===== src/hdl/isaPkg.sv =====
// instruction set definitions shared by the decoder, executor, result stage and cpu top level
package isaPkg;

    localparam int dataWidth   = 8;                 // registers, data and pc
    localparam int regSelWidth = 2;                 // r0..r3
    localparam int numRegs     = 1 << regSelWidth;
    localparam int instrWidth  = 16;
    localparam int opcodeWidth = 4;                 // bits 15..12
    localparam int immWidth    = 8;                 // bits 7..0, also the jump target

    // 13..15 are unused, decoder turns them into NOP
    typedef enum logic [opcodeWidth-1:0] {
        NOP  = 4'd0,
        LDI  = 4'd1,    // rd = imm
        MOV  = 4'd2,    // rd = rs
        ADD  = 4'd3,
        SUB  = 4'd4,    // carry holds the borrow
        AND  = 4'd5,
        OR   = 4'd6,
        XOR  = 4'd7,
        OUT  = 4'd8,    // output port = rd
        JMP  = 4'd9,
        JZ   = 4'd10,
        JC   = 4'd11,
        HALT = 4'd12
    } opcode_t;

endpackage


===== src/hdl/phasePkg.sv =====
// sequencing definitions for the phase sequencer and the default phase lengths of the cpu top
package phasePkg;

    // step groups of one instruction, dead is always a single clock
    typedef enum logic [1:0] {
        DEAD,
        FETCH,
        DECODE,
        EXEC
    } phase_t;

    // clocks spent in each phase, all must be 1 or more
    localparam int defaultFetchCycles  = 1;
    localparam int defaultDecodeCycles = 2;
    localparam int defaultExecCycles   = 2;

endpackage


===== src/hdl/instrBus.sv =====
// decoded instruction fields passed from the decoder to the executor and the register read port
`timescale 1ns/1ps

interface instrBus;

    isaPkg::opcode_t                op;
    logic [isaPkg::regSelWidth-1:0] rd;    // destination, also first operand
    logic [isaPkg::regSelWidth-1:0] rs;    // second operand
    logic [isaPkg::immWidth-1:0]    imm;   // immediate or jump target

    // fields stay put through decode and execute
    modport source (
        output op,
        output rd,
        output rs,
        output imm
    );

    modport sink (
        input op,
        input rd,
        input rs,
        input imm
    );

endinterface


===== src/hdl/resultBus.sv =====
// commit request from the executor to the result stage, sampled on the commit clock
`timescale 1ns/1ps

interface resultBus;

    logic                           writeEn;     // register file write
    logic [isaPkg::regSelWidth-1:0] writeReg;
    logic [isaPkg::dataWidth-1:0]   writeData;   // also the OUT value
    logic                           flagEn;      // load zero and carry
    logic                           zero;
    logic                           carry;
    logic                           outEn;
    logic                           jumpEn;      // taken jump
    logic [isaPkg::dataWidth-1:0]   jumpTarget;
    logic                           haltEn;

    modport source (
        output writeEn, writeReg, writeData,
        output flagEn, zero, carry,
        output outEn,
        output jumpEn, jumpTarget,
        output haltEn
    );

    modport sink (
        input writeEn, writeReg, writeData,
        input flagEn, zero, carry,
        input outEn,
        input jumpEn, jumpTarget,
        input haltEn
    );

endinterface


===== src/hdl/cpuTop.sv =====
// cpu top level joining sequencer, decoder, executor and result stage behind plain ports
`timescale 1ns/1ps

module cpuTop #(
    parameter int fetchCycles  = phasePkg::defaultFetchCycles,
    parameter int decodeCycles = phasePkg::defaultDecodeCycles,
    parameter int execCycles   = phasePkg::defaultExecCycles
) (
    input  logic                          clk,
    input  logic                          reset,
    input  logic [isaPkg::instrWidth-1:0] instr,       // combinational program memory
    output logic [isaPkg::dataWidth-1:0]  instrAddr,
    output logic [isaPkg::dataWidth-1:0]  outData,
    output logic                          outStrobe,
    output logic                          halted
);

    logic                         phaseFetch;
    logic                         phaseDecode;
    logic                         phaseExec;
    logic                         commit;
    logic [isaPkg::dataWidth-1:0] regA;
    logic [isaPkg::dataWidth-1:0] regB;
    logic                         zeroFlag;
    logic                         carryFlag;

    instrBus  iBus ();
    resultBus rBus ();

    phaser #(
        .fetchCycles  (fetchCycles),
        .decodeCycles (decodeCycles),
        .execCycles   (execCycles)
    ) seqUnit (
        .clk         (clk),
        .reset       (reset),
        .halted      (halted),
        .phaseFetch  (phaseFetch),
        .phaseDecode (phaseDecode),
        .phaseExec   (phaseExec),
        .commit      (commit)
    );

    decoder decodeUnit (
        .clk         (clk),
        .reset       (reset),
        .phaseFetch  (phaseFetch),
        .phaseDecode (phaseDecode),
        .instr       (instr),
        .bus         (iBus.source)
    );

    executor execUnit (
        .clk       (clk),
        .reset     (reset),
        .phaseExec (phaseExec),
        .regA      (regA),
        .regB      (regB),
        .zeroFlag  (zeroFlag),
        .carryFlag (carryFlag),
        .bus       (iBus.sink),
        .res       (rBus.source)
    );

    // pc doubles as the program memory address
    resultWriter resultUnit (
        .clk       (clk),
        .reset     (reset),
        .commit    (commit),
        .fields    (iBus.sink),
        .res       (rBus.sink),
        .regA      (regA),
        .regB      (regB),
        .zeroFlag  (zeroFlag),
        .carryFlag (carryFlag),
        .pc        (instrAddr),
        .outData   (outData),
        .outStrobe (outStrobe),
        .halted    (halted)
    );

endmodule


===== src/hdl/decoder.sv =====
// instruction decoder, latches the program word in fetch and splits out the fields in decode
`timescale 1ns/1ps

module decoder (
    input  logic                          clk,
    input  logic                          reset,
    input  logic                          phaseFetch,
    input  logic                          phaseDecode,
    input  logic [isaPkg::instrWidth-1:0] instr,     // program memory answer
    instrBus.source                       bus
);

    localparam int opLsb = isaPkg::instrWidth - isaPkg::opcodeWidth;
    localparam int rdLsb = opLsb - isaPkg::regSelWidth;

    logic [isaPkg::instrWidth-1:0]  instrWord;      // held copy of the program word
    logic [isaPkg::opcodeWidth-1:0] opBits;
    isaPkg::opcode_t                opDecoded;

    // last fetch clock wins, instrAddr does not move during fetch
    always_ff @(posedge clk) begin
        if (phaseFetch) begin
            instrWord <= instr;
        end
    end

    assign opBits = instrWord[opLsb +: isaPkg::opcodeWidth];

    // codes past HALT are not defined
    always_comb begin
        if (opBits > isaPkg::HALT) begin
            opDecoded = isaPkg::NOP;
        end else begin
            opDecoded = isaPkg::opcode_t'(opBits);
        end
    end

    always_ff @(posedge clk) begin
        if (reset) begin
            bus.op <= isaPkg::NOP;
        end else if (phaseDecode) begin
            bus.op <= opDecoded;
        end
    end

    // operand fields, payload only
    always_ff @(posedge clk) begin
        if (phaseDecode) begin
            bus.rd  <= instrWord[rdLsb +: isaPkg::regSelWidth];
            bus.rs  <= instrWord[isaPkg::immWidth +: isaPkg::regSelWidth];
            bus.imm <= instrWord[isaPkg::immWidth-1:0];
        end
    end

endmodule


===== src/hdl/executor.sv =====
// execute unit, ALU, zero/carry flags and branch decision feeding the commit request
`timescale 1ns/1ps

module executor (
    input  logic                         clk,
    input  logic                         reset,
    input  logic                         phaseExec,
    input  logic [isaPkg::dataWidth-1:0] regA,       // r[rd]
    input  logic [isaPkg::dataWidth-1:0] regB,       // r[rs]
    input  logic                         zeroFlag,
    input  logic                         carryFlag,
    instrBus.sink                        bus,
    resultBus.source                     res
);

    // seven strobes/flags, write select, data and target
    localparam int reqWidth = 7 + isaPkg::regSelWidth + 2 * isaPkg::dataWidth;

    logic [isaPkg::dataWidth:0]   sum;      // 9 bit for carry and borrow
    logic [isaPkg::dataWidth-1:0] data;
    logic                         writeEn;
    logic                         flagEn;
    logic                         carry;
    logic                         outEn;
    logic                         jumpEn;
    logic                         haltEn;
    logic [reqWidth-1:0]          liveReq;
    logic [reqWidth-1:0]          heldReq;
    logic                         execHeld;  // past the first execute clock

    always_comb begin
        sum     = '0;
        data    = regA;         // OUT sends rd
        writeEn = 1'b0;
        flagEn  = 1'b0;
        carry   = carryFlag;    // kept unless ADD/SUB or a logic op
        outEn   = 1'b0;
        jumpEn  = 1'b0;
        haltEn  = 1'b0;
        case (bus.op)
            isaPkg::LDI: begin
                data    = bus.imm;
                writeEn = 1'b1;
                flagEn  = 1'b1;
            end
            isaPkg::MOV: begin
                data    = regB;
                writeEn = 1'b1;
                flagEn  = 1'b1;
            end
            isaPkg::ADD, isaPkg::SUB: begin
                if (bus.op == isaPkg::ADD) begin
                    sum = {1'b0, regA} + {1'b0, regB};
                end else begin
                    sum = {1'b0, regA} - {1'b0, regB};   // msb set on borrow
                end
                data    = sum[isaPkg::dataWidth-1:0];
                carry   = sum[isaPkg::dataWidth];
                writeEn = 1'b1;
                flagEn  = 1'b1;
            end
            isaPkg::AND, isaPkg::OR, isaPkg::XOR: begin
                case (bus.op)
                    isaPkg::AND: data = regA & regB;
                    isaPkg::OR:  data = regA | regB;
                    default:     data = regA ^ regB;
                endcase
                carry   = 1'b0;
                writeEn = 1'b1;
                flagEn  = 1'b1;
            end
            isaPkg::OUT:  outEn  = 1'b1;
            isaPkg::JMP:  jumpEn = 1'b1;
            isaPkg::JZ:   jumpEn = zeroFlag;
            isaPkg::JC:   jumpEn = carryFlag;
            isaPkg::HALT: haltEn = 1'b1;
            default: ;                                  // NOP
        endcase
    end

    assign liveReq = {writeEn, flagEn, (data == '0), carry, outEn, jumpEn, haltEn,
                      bus.rd, data, bus.imm};

    always_ff @(posedge clk) begin
        if (reset) begin
            execHeld <= 1'b0;
        end else begin
            execHeld <= phaseExec;
        end
    end

    // snapshot on the first execute clock, breaks the regfile to regfile path
    always_ff @(posedge clk) begin
        if (phaseExec && !execHeld) begin
            heldReq <= liveReq;
        end
    end

    // single clock execute commits straight off the ALU, same value as the snapshot
    assign {res.writeEn, res.flagEn, res.zero, res.carry, res.outEn, res.jumpEn,
            res.haltEn, res.writeReg, res.writeData, res.jumpTarget} =
           execHeld ? heldReq : liveReq;

endmodule


===== src/hdl/phaser.sv =====
// phase sequencer stepping each instruction through dead, fetch, decode and execute plus commit
`timescale 1ns/1ps

module phaser #(
    parameter int fetchCycles  = phasePkg::defaultFetchCycles,
    parameter int decodeCycles = phasePkg::defaultDecodeCycles,
    parameter int execCycles   = phasePkg::defaultExecCycles
) (
    input  logic clk,
    input  logic reset,
    input  logic halted,        // parks the sequence in dead
    output logic phaseFetch,
    output logic phaseDecode,
    output logic phaseExec,
    output logic commit         // last execute clock
);

    localparam int maxFd     = (fetchCycles > decodeCycles) ? fetchCycles : decodeCycles;
    localparam int maxCycles = (maxFd > execCycles) ? maxFd : execCycles;
    localparam int stepWidth = $clog2(maxCycles + 1);  // at least one bit

    phasePkg::phase_t     phase;
    logic [stepWidth-1:0] step;       // clocks spent so far in this phase
    logic [stepWidth-1:0] phaseLen;
    logic                 lastStep;

    always_comb begin
        case (phase)
            phasePkg::FETCH:  phaseLen = stepWidth'(fetchCycles);
            phasePkg::DECODE: phaseLen = stepWidth'(decodeCycles);
            phasePkg::EXEC:   phaseLen = stepWidth'(execCycles);
            default:          phaseLen = stepWidth'(1);     // dead
        endcase
    end

    assign lastStep = (step == phaseLen - 1'b1);
    assign commit   = phaseExec && lastStep;

    // levels behave like set/reset latches, set entering a phase and cleared leaving it
    // dead clock after reset keeps the first fetch edge from being lost
    always_ff @(posedge clk) begin
        if (reset) begin
            phase       <= phasePkg::DEAD;
            step        <= '0;
            phaseFetch  <= 1'b0;
            phaseDecode <= 1'b0;
            phaseExec   <= 1'b0;
        end else if (lastStep) begin
            step <= '0;
            case (phase)
                phasePkg::DEAD: begin
                    if (!halted) begin
                        phase      <= phasePkg::FETCH;
                        phaseFetch <= 1'b1;
                    end
                end
                phasePkg::FETCH: begin
                    phase       <= phasePkg::DECODE;
                    phaseFetch  <= 1'b0;
                    phaseDecode <= 1'b1;
                end
                phasePkg::DECODE: begin
                    phase       <= phasePkg::EXEC;
                    phaseDecode <= 1'b0;
                    phaseExec   <= 1'b1;
                end
                default: begin                  // exec wraps to dead
                    phase     <= phasePkg::DEAD;
                    phaseExec <= 1'b0;
                end
            endcase
        end else begin
            step <= step + 1'b1;
        end
    end

endmodule


===== src/hdl/resultWriter.sv =====
// result stage holding registers, flags, pc, output port and halt latch, all updated on commit
`timescale 1ns/1ps

module resultWriter (
    input  logic                         clk,
    input  logic                         reset,
    input  logic                         commit,     // one clock per instruction
    instrBus.sink                        fields,     // read selects
    resultBus.sink                       res,
    output logic [isaPkg::dataWidth-1:0] regA,
    output logic [isaPkg::dataWidth-1:0] regB,
    output logic                         zeroFlag,
    output logic                         carryFlag,
    output logic [isaPkg::dataWidth-1:0] pc,
    output logic [isaPkg::dataWidth-1:0] outData,
    output logic                         outStrobe,
    output logic                         halted
);

    logic [isaPkg::dataWidth-1:0] regFile [isaPkg::numRegs];   // r0..r3

    // read ports follow the decoded fields
    assign regA = regFile[fields.rd];
    assign regB = regFile[fields.rs];

    always_ff @(posedge clk) begin
        if (reset) begin
            for (int i = 0; i < isaPkg::numRegs; i++) begin
                regFile[i] <= '0;
            end
            zeroFlag  <= 1'b0;
            carryFlag <= 1'b0;
            pc        <= '0;
            outStrobe <= 1'b0;
            halted    <= 1'b0;
        end else begin
            outStrobe <= commit && res.outEn;   // one clock after OUT commits
            if (commit) begin
                if (res.writeEn) begin
                    regFile[res.writeReg] <= res.writeData;
                end
                if (res.flagEn) begin
                    zeroFlag  <= res.zero;
                    carryFlag <= res.carry;
                end
                // HALT still steps past itself
                if (res.jumpEn) begin
                    pc <= res.jumpTarget;
                end else begin
                    pc <= pc + 1'b1;
                end
                if (res.haltEn) begin
                    halted <= 1'b1;             // only reset clears it
                end
            end
        end
    end

    // port value holds until the next OUT
    always_ff @(posedge clk) begin
        if (commit && res.outEn) begin
            outData <= res.writeData;
        end
    end

endmodule


===== config.mk =====
export PLATFORM = sky130hd
export DESIGN_NAME = cpuTop
export DESIGN_NICKNAME = d
export VERILOG_FILES = /design/src/hdl/isaPkg.sv /design/src/hdl/phasePkg.sv /design/src/hdl/instrBus.sv /design/src/hdl/resultBus.sv /design/src/hdl/cpuTop.sv /design/src/hdl/decoder.sv /design/src/hdl/executor.sv /design/src/hdl/phaser.sv /design/src/hdl/resultWriter.sv
export SDC_FILE = /design/constraint.sdc
export NUM_CORES = 1
export LEC_CHECK = 0
export ABC_CLOCK_PERIOD_IN_PS = 4400
export BUFFER_PORTS_ARGS = -buffer_cell sky130_fd_sc_hd__buf_2
export CORE_MARGIN = 2
export CORE_UTILIZATION = 41
export CTS_CLUSTER_SIZE = 8
export DETAILED_ROUTE_END_ITERATION = 6
export GPL_TIMING_DRIVEN = 0
export PLACE_DENSITY = 0.56
export RECOVER_POWER = 50
export SLEW_MARGIN = 20
export SYNTH_ARGS = -nofsm -noshare
export SYNTH_HDL_FRONTEND = slang
export SYNTH_SLANG_ARGS = --single-unit

===== constraint.sdc =====
create_clock -name clk -period 4.4 [get_ports clk]
set_input_delay 0.22 -clock clk [delete_from_list [all_inputs] [get_ports clk]]
set_output_delay 0.22 -clock clk [all_outputs]
set_load 0.005 [all_outputs]

==> impl_metrics.csv <==
group,metric,value,unit
drt,ant_nets,0,
synthesis,syn-cell-area,0.00626,mm^2
global_routing,grt_pass1_wl,24200,um
cts,cts-buffers-inserted,17,
synthesis,synth_top_area_share,44.1,%
synthesis,netlist_instances,543,
pwr,pwr-share-seq,31.9,%
run,cap_viol_max_count,1,
placed_design,gp_congestion,0.839,
die,die_h,128,um
critical_path,cp_data_arrival_time,4120,ps
drt,num_vias,4442,
drt,drt_iter0_markers,294,
global_routing,track_usage,19.8,%
synthesis,synth_cell_type_count,67,
pwr,irDropWorstVdd,0.431,mV
synthesis,netlist_top_cells_area,"edfxtp_1, dfxtp_1, ha_1, mux4_2, nor2_1",
timing,fin_skew,18.4,ps
synthesis,synth-seq-area-share,53.1,%
layout,fillCellCount,1346,
global_routing,grt_max_degree,25,
cts,cts.path.max_buffers,2,
die,io_pins,36,
cts,htreeDepth,4,
pwr,leakage,2.79,nW
pwr,p_per_area,658,mW/mm^2
drt,drc,0,
hold_path,hold_depth,2,
drt,totalWireLength,15200,um
cts,cts-resized-gates,0,
critical_path,ff2ff_setup_slack,420,ps
critical_path,cp.required,4540,ps
synthesis,ys_async_sr_fraction,0,%
pwr,switching_share,35.1,%
global_routing,grt_antenna_before_repair,0,
timing,grt_setup_unrepaired,"no",
critical_path,crit_fanout,8,
pwr,switchingPower,1.73,mW
critical_path,worstPathCellList,"clkbuf_1, mux4_2, inv_1, nand3_1, or3_1, nand2_1, xnor2_1, ha_1, or2_2, a21oi_1, a2111oi_0, a211o_1, mux2i_1, nor2_1",
timing,whs,134,ps
pwr,pwr-share-comb,36.5,%
synthesis,syn_nets,591,
timing,fin_crit,3980,ps
pwr,internal_power,3.20,mW
synthesis,ys_ff_latch,120,
global_routing,grt_overflow_total,0,
die,die-area,0.0163,mm^2
critical_path,crit_path_max_incr_delay,440,ps
layout,fin_area,0.00748,mm^2
layout,diodes,0,
cts,tritoncts,"yes",
critical_path,worst-setup-path-type,"reg2reg",
synthesis,yosys-top-cells-count,"edfxtp_1, nor2_1, nand2_1",
critical_path,critPathCaptureType,"register",
run_status,violations,"capacitance limit, slew limit",
placed_design,dp_hpwl,10900,um
pwr,pwr-share-clk,31.6,%
timing,final-setup-viol-count,0,
global_routing,first_global_vias,4532,
cts,path_clk_slew,60,ps
critical_path,start_kind,"register",
run_status,status,"finished with violations",
cts,cts-root-buf,"clkbuf_16",
timing,finalSetupTns,0,ps
timing,slew_viol_final,25,
synthesis,avgSynthCellArea,11.5,um^2
drt,dr.pass1.iters,4,
layout,drive_above_1_share,16.2,%
die,die_w,128,um
drt,avgViaCountPerCell,5.46,
timing,hold_viol,0,
timing,timing.fmax,251,MHz
drt,wl_per_cell,18.7,um
timing,worst_pin_slew,2190,ps
layout,syn_to_final_growth,19.4,%
layout,nets,660,
synthesis,synth_edf_count,92,
die,initial_core_util,41.5,%
synthesis,synthMostInstantiatedCell,"edfxtp_1",
die,rows,45,
critical_path,slowest_stage,"mux4_2",
cts,clkSinkCount,120,
placed_design,dpl-instance-area,0.00668,mm^2
cts,clock_latency,430,ps
timing,slew_headroom,-46.0,%
synthesis,synth_area_leader_cell,"edfxtp_1",
critical_path,crit_end,"resultUnit.regFile[0][7]",
timing,post-route-period-util,90.5,%
critical_path,r2r-end,"resultUnit.regFile[0][7]",
hold_path,hp-class,"in2reg",
synthesis,ys.flop_type,"edfxtp_1",
critical_path,rr_worst_depth,14,
die,fp.coreArea,0.0151,mm^2
placed_design,numPortBuffers,34,
synthesis,yosysWarnings,0,
## through the flow
stage | instances | power (mW) | setup WS (ps) | utilization [%]
floorplan | 543 | 2.91 | 999 | -
global route | 813 | 5.24 | 81.4 | 49.6
global placement | 765 | 3.32 | 496 | 44.2
finish | 813 | 4.92 | 417 | 49.6
detailed placement | 765 | 3.37 | 427 | 44.2
CTS | 813 | 4.95 | 403 | 49.6
## kinds of logic (layout without fill, tap and decap cells)
family,Yosys count,in the layout,share of synthesized area (%)
DFF,120,120,53.1
adders and majority gates,30,30,6.11
xor gates and xnor gates,9,9,1.26
buffers and inverters,64,146,4.18
AOI/OAI and AO/OA,107,107,11.8
and+or+nand+nor,166,166,12.6
muxes,47,47,11.0
## registers in the layout, indices dropped and copies added, names as in the netlist, 2 cells and up, named ones only
register / flops
resultUnit.pc: 8
decodeUnit.bus.imm: 8
resultUnit.regFile: 32
execUnit.heldReq: 24
seqUnit.step: 2
resultUnit.outData: 8
decodeUnit.bus.rd: 2
decodeUnit.instrWord: 16
decodeUnit.bus.op: 4
decodeUnit.bus.rs: 2
seqUnit.phase: 2
## worst min path at each step
stage	from	end	slack, ps
4_1_cts	reset	execUnit.execHeld	130
3_3_place_gp	instr[11]	decodeUnit.instrWord[11]	400
2_1_floorplan	instr[0]	decodeUnit.instrWord[0]	320
3_5_place_dp	instr[2]	decodeUnit.instrWord[2]	400
5_1_grt	reset	execUnit.execHeld	170
6_report	reset	execUnit.execHeld	130
## worst max-delay path: cells and delay by family, from the launching register on
| kind | cells | cell delay [ps] |
|---|---|---|
| AND/OR/NAND/NOR | 5 | 970 |
| flip-flops | 1 | 310 |
| adder cells (fa/ha/maj) | 1 | 330 |
| buffers and inverters | 2 | 560 |
| AO/OA/AOI/OAI | 3 | 620 |
| XOR/XNOR | 1 | 70 |
| multiplexers | 2 | 830 |
## placed cells by master (no fill, tap or decap), types with 4 or more instances in the layout
master and n:
nor2b_1 5, dlygate4sd3_1 16, nor3_1 9, nor2_1 59, nand3_1 11, inv_1 37, clkbuf_1 23, buf_2 31
o21ai_0 19, a31oi_1 4, bufinv_16 5, nand2_1 45, o22ai_1 4, o211ai_1 5, a21oi_1 27, nor3b_1 4
buf_1 4, mux2i_1 17, inv_6 5, o31ai_1 7, dfxtp_1 28, xnor2_1 7, mux2_2 14, a22oi_1 8
clkbuf_16 17, ha_1 29, nand2b_1 13, mux4_2 16, edfxtp_1 92
## metal layers
metal	global-route usage [%]	wire, um
met5	0	0
met1	25.7	7070
met4	9.18	470
met2	31.0	7110
met3	5.44	582
## layout make-up
cell class                 instances  area [um^2]  share of cell area, %
timing repair buffer              50          323                   4.32
tap                              188          235                   3.15
clock buffer                      19          443                   5.92
sequential                       120         3320                   44.4
inverter                          39          146                   1.96
clock inverter                    13          211                   2.83
buffer                            25          113                   1.51
multi-input combinational        359         2680                   35.9
## power groups by stage
stage / Combinational, mW / Clock (mW) / Sequential (mW)
after floorplan: 1.38 / 0 / 1.54
after global placement: 1.74 / 0 / 1.58
after detailed placement: 1.78 / 0 / 1.59
after CTS: 1.80 / 1.58 / 1.57
after global routing: 2.02 / 1.63 / 1.59
final: 1.80 / 1.55 / 1.57
## what timing repair did
action	CTS	global route
buffers inserted	0	0
hold buffers	16	0
endpoints found under the hold margin	16	0
No activity file was read; power rests on OpenSTA's default activity.
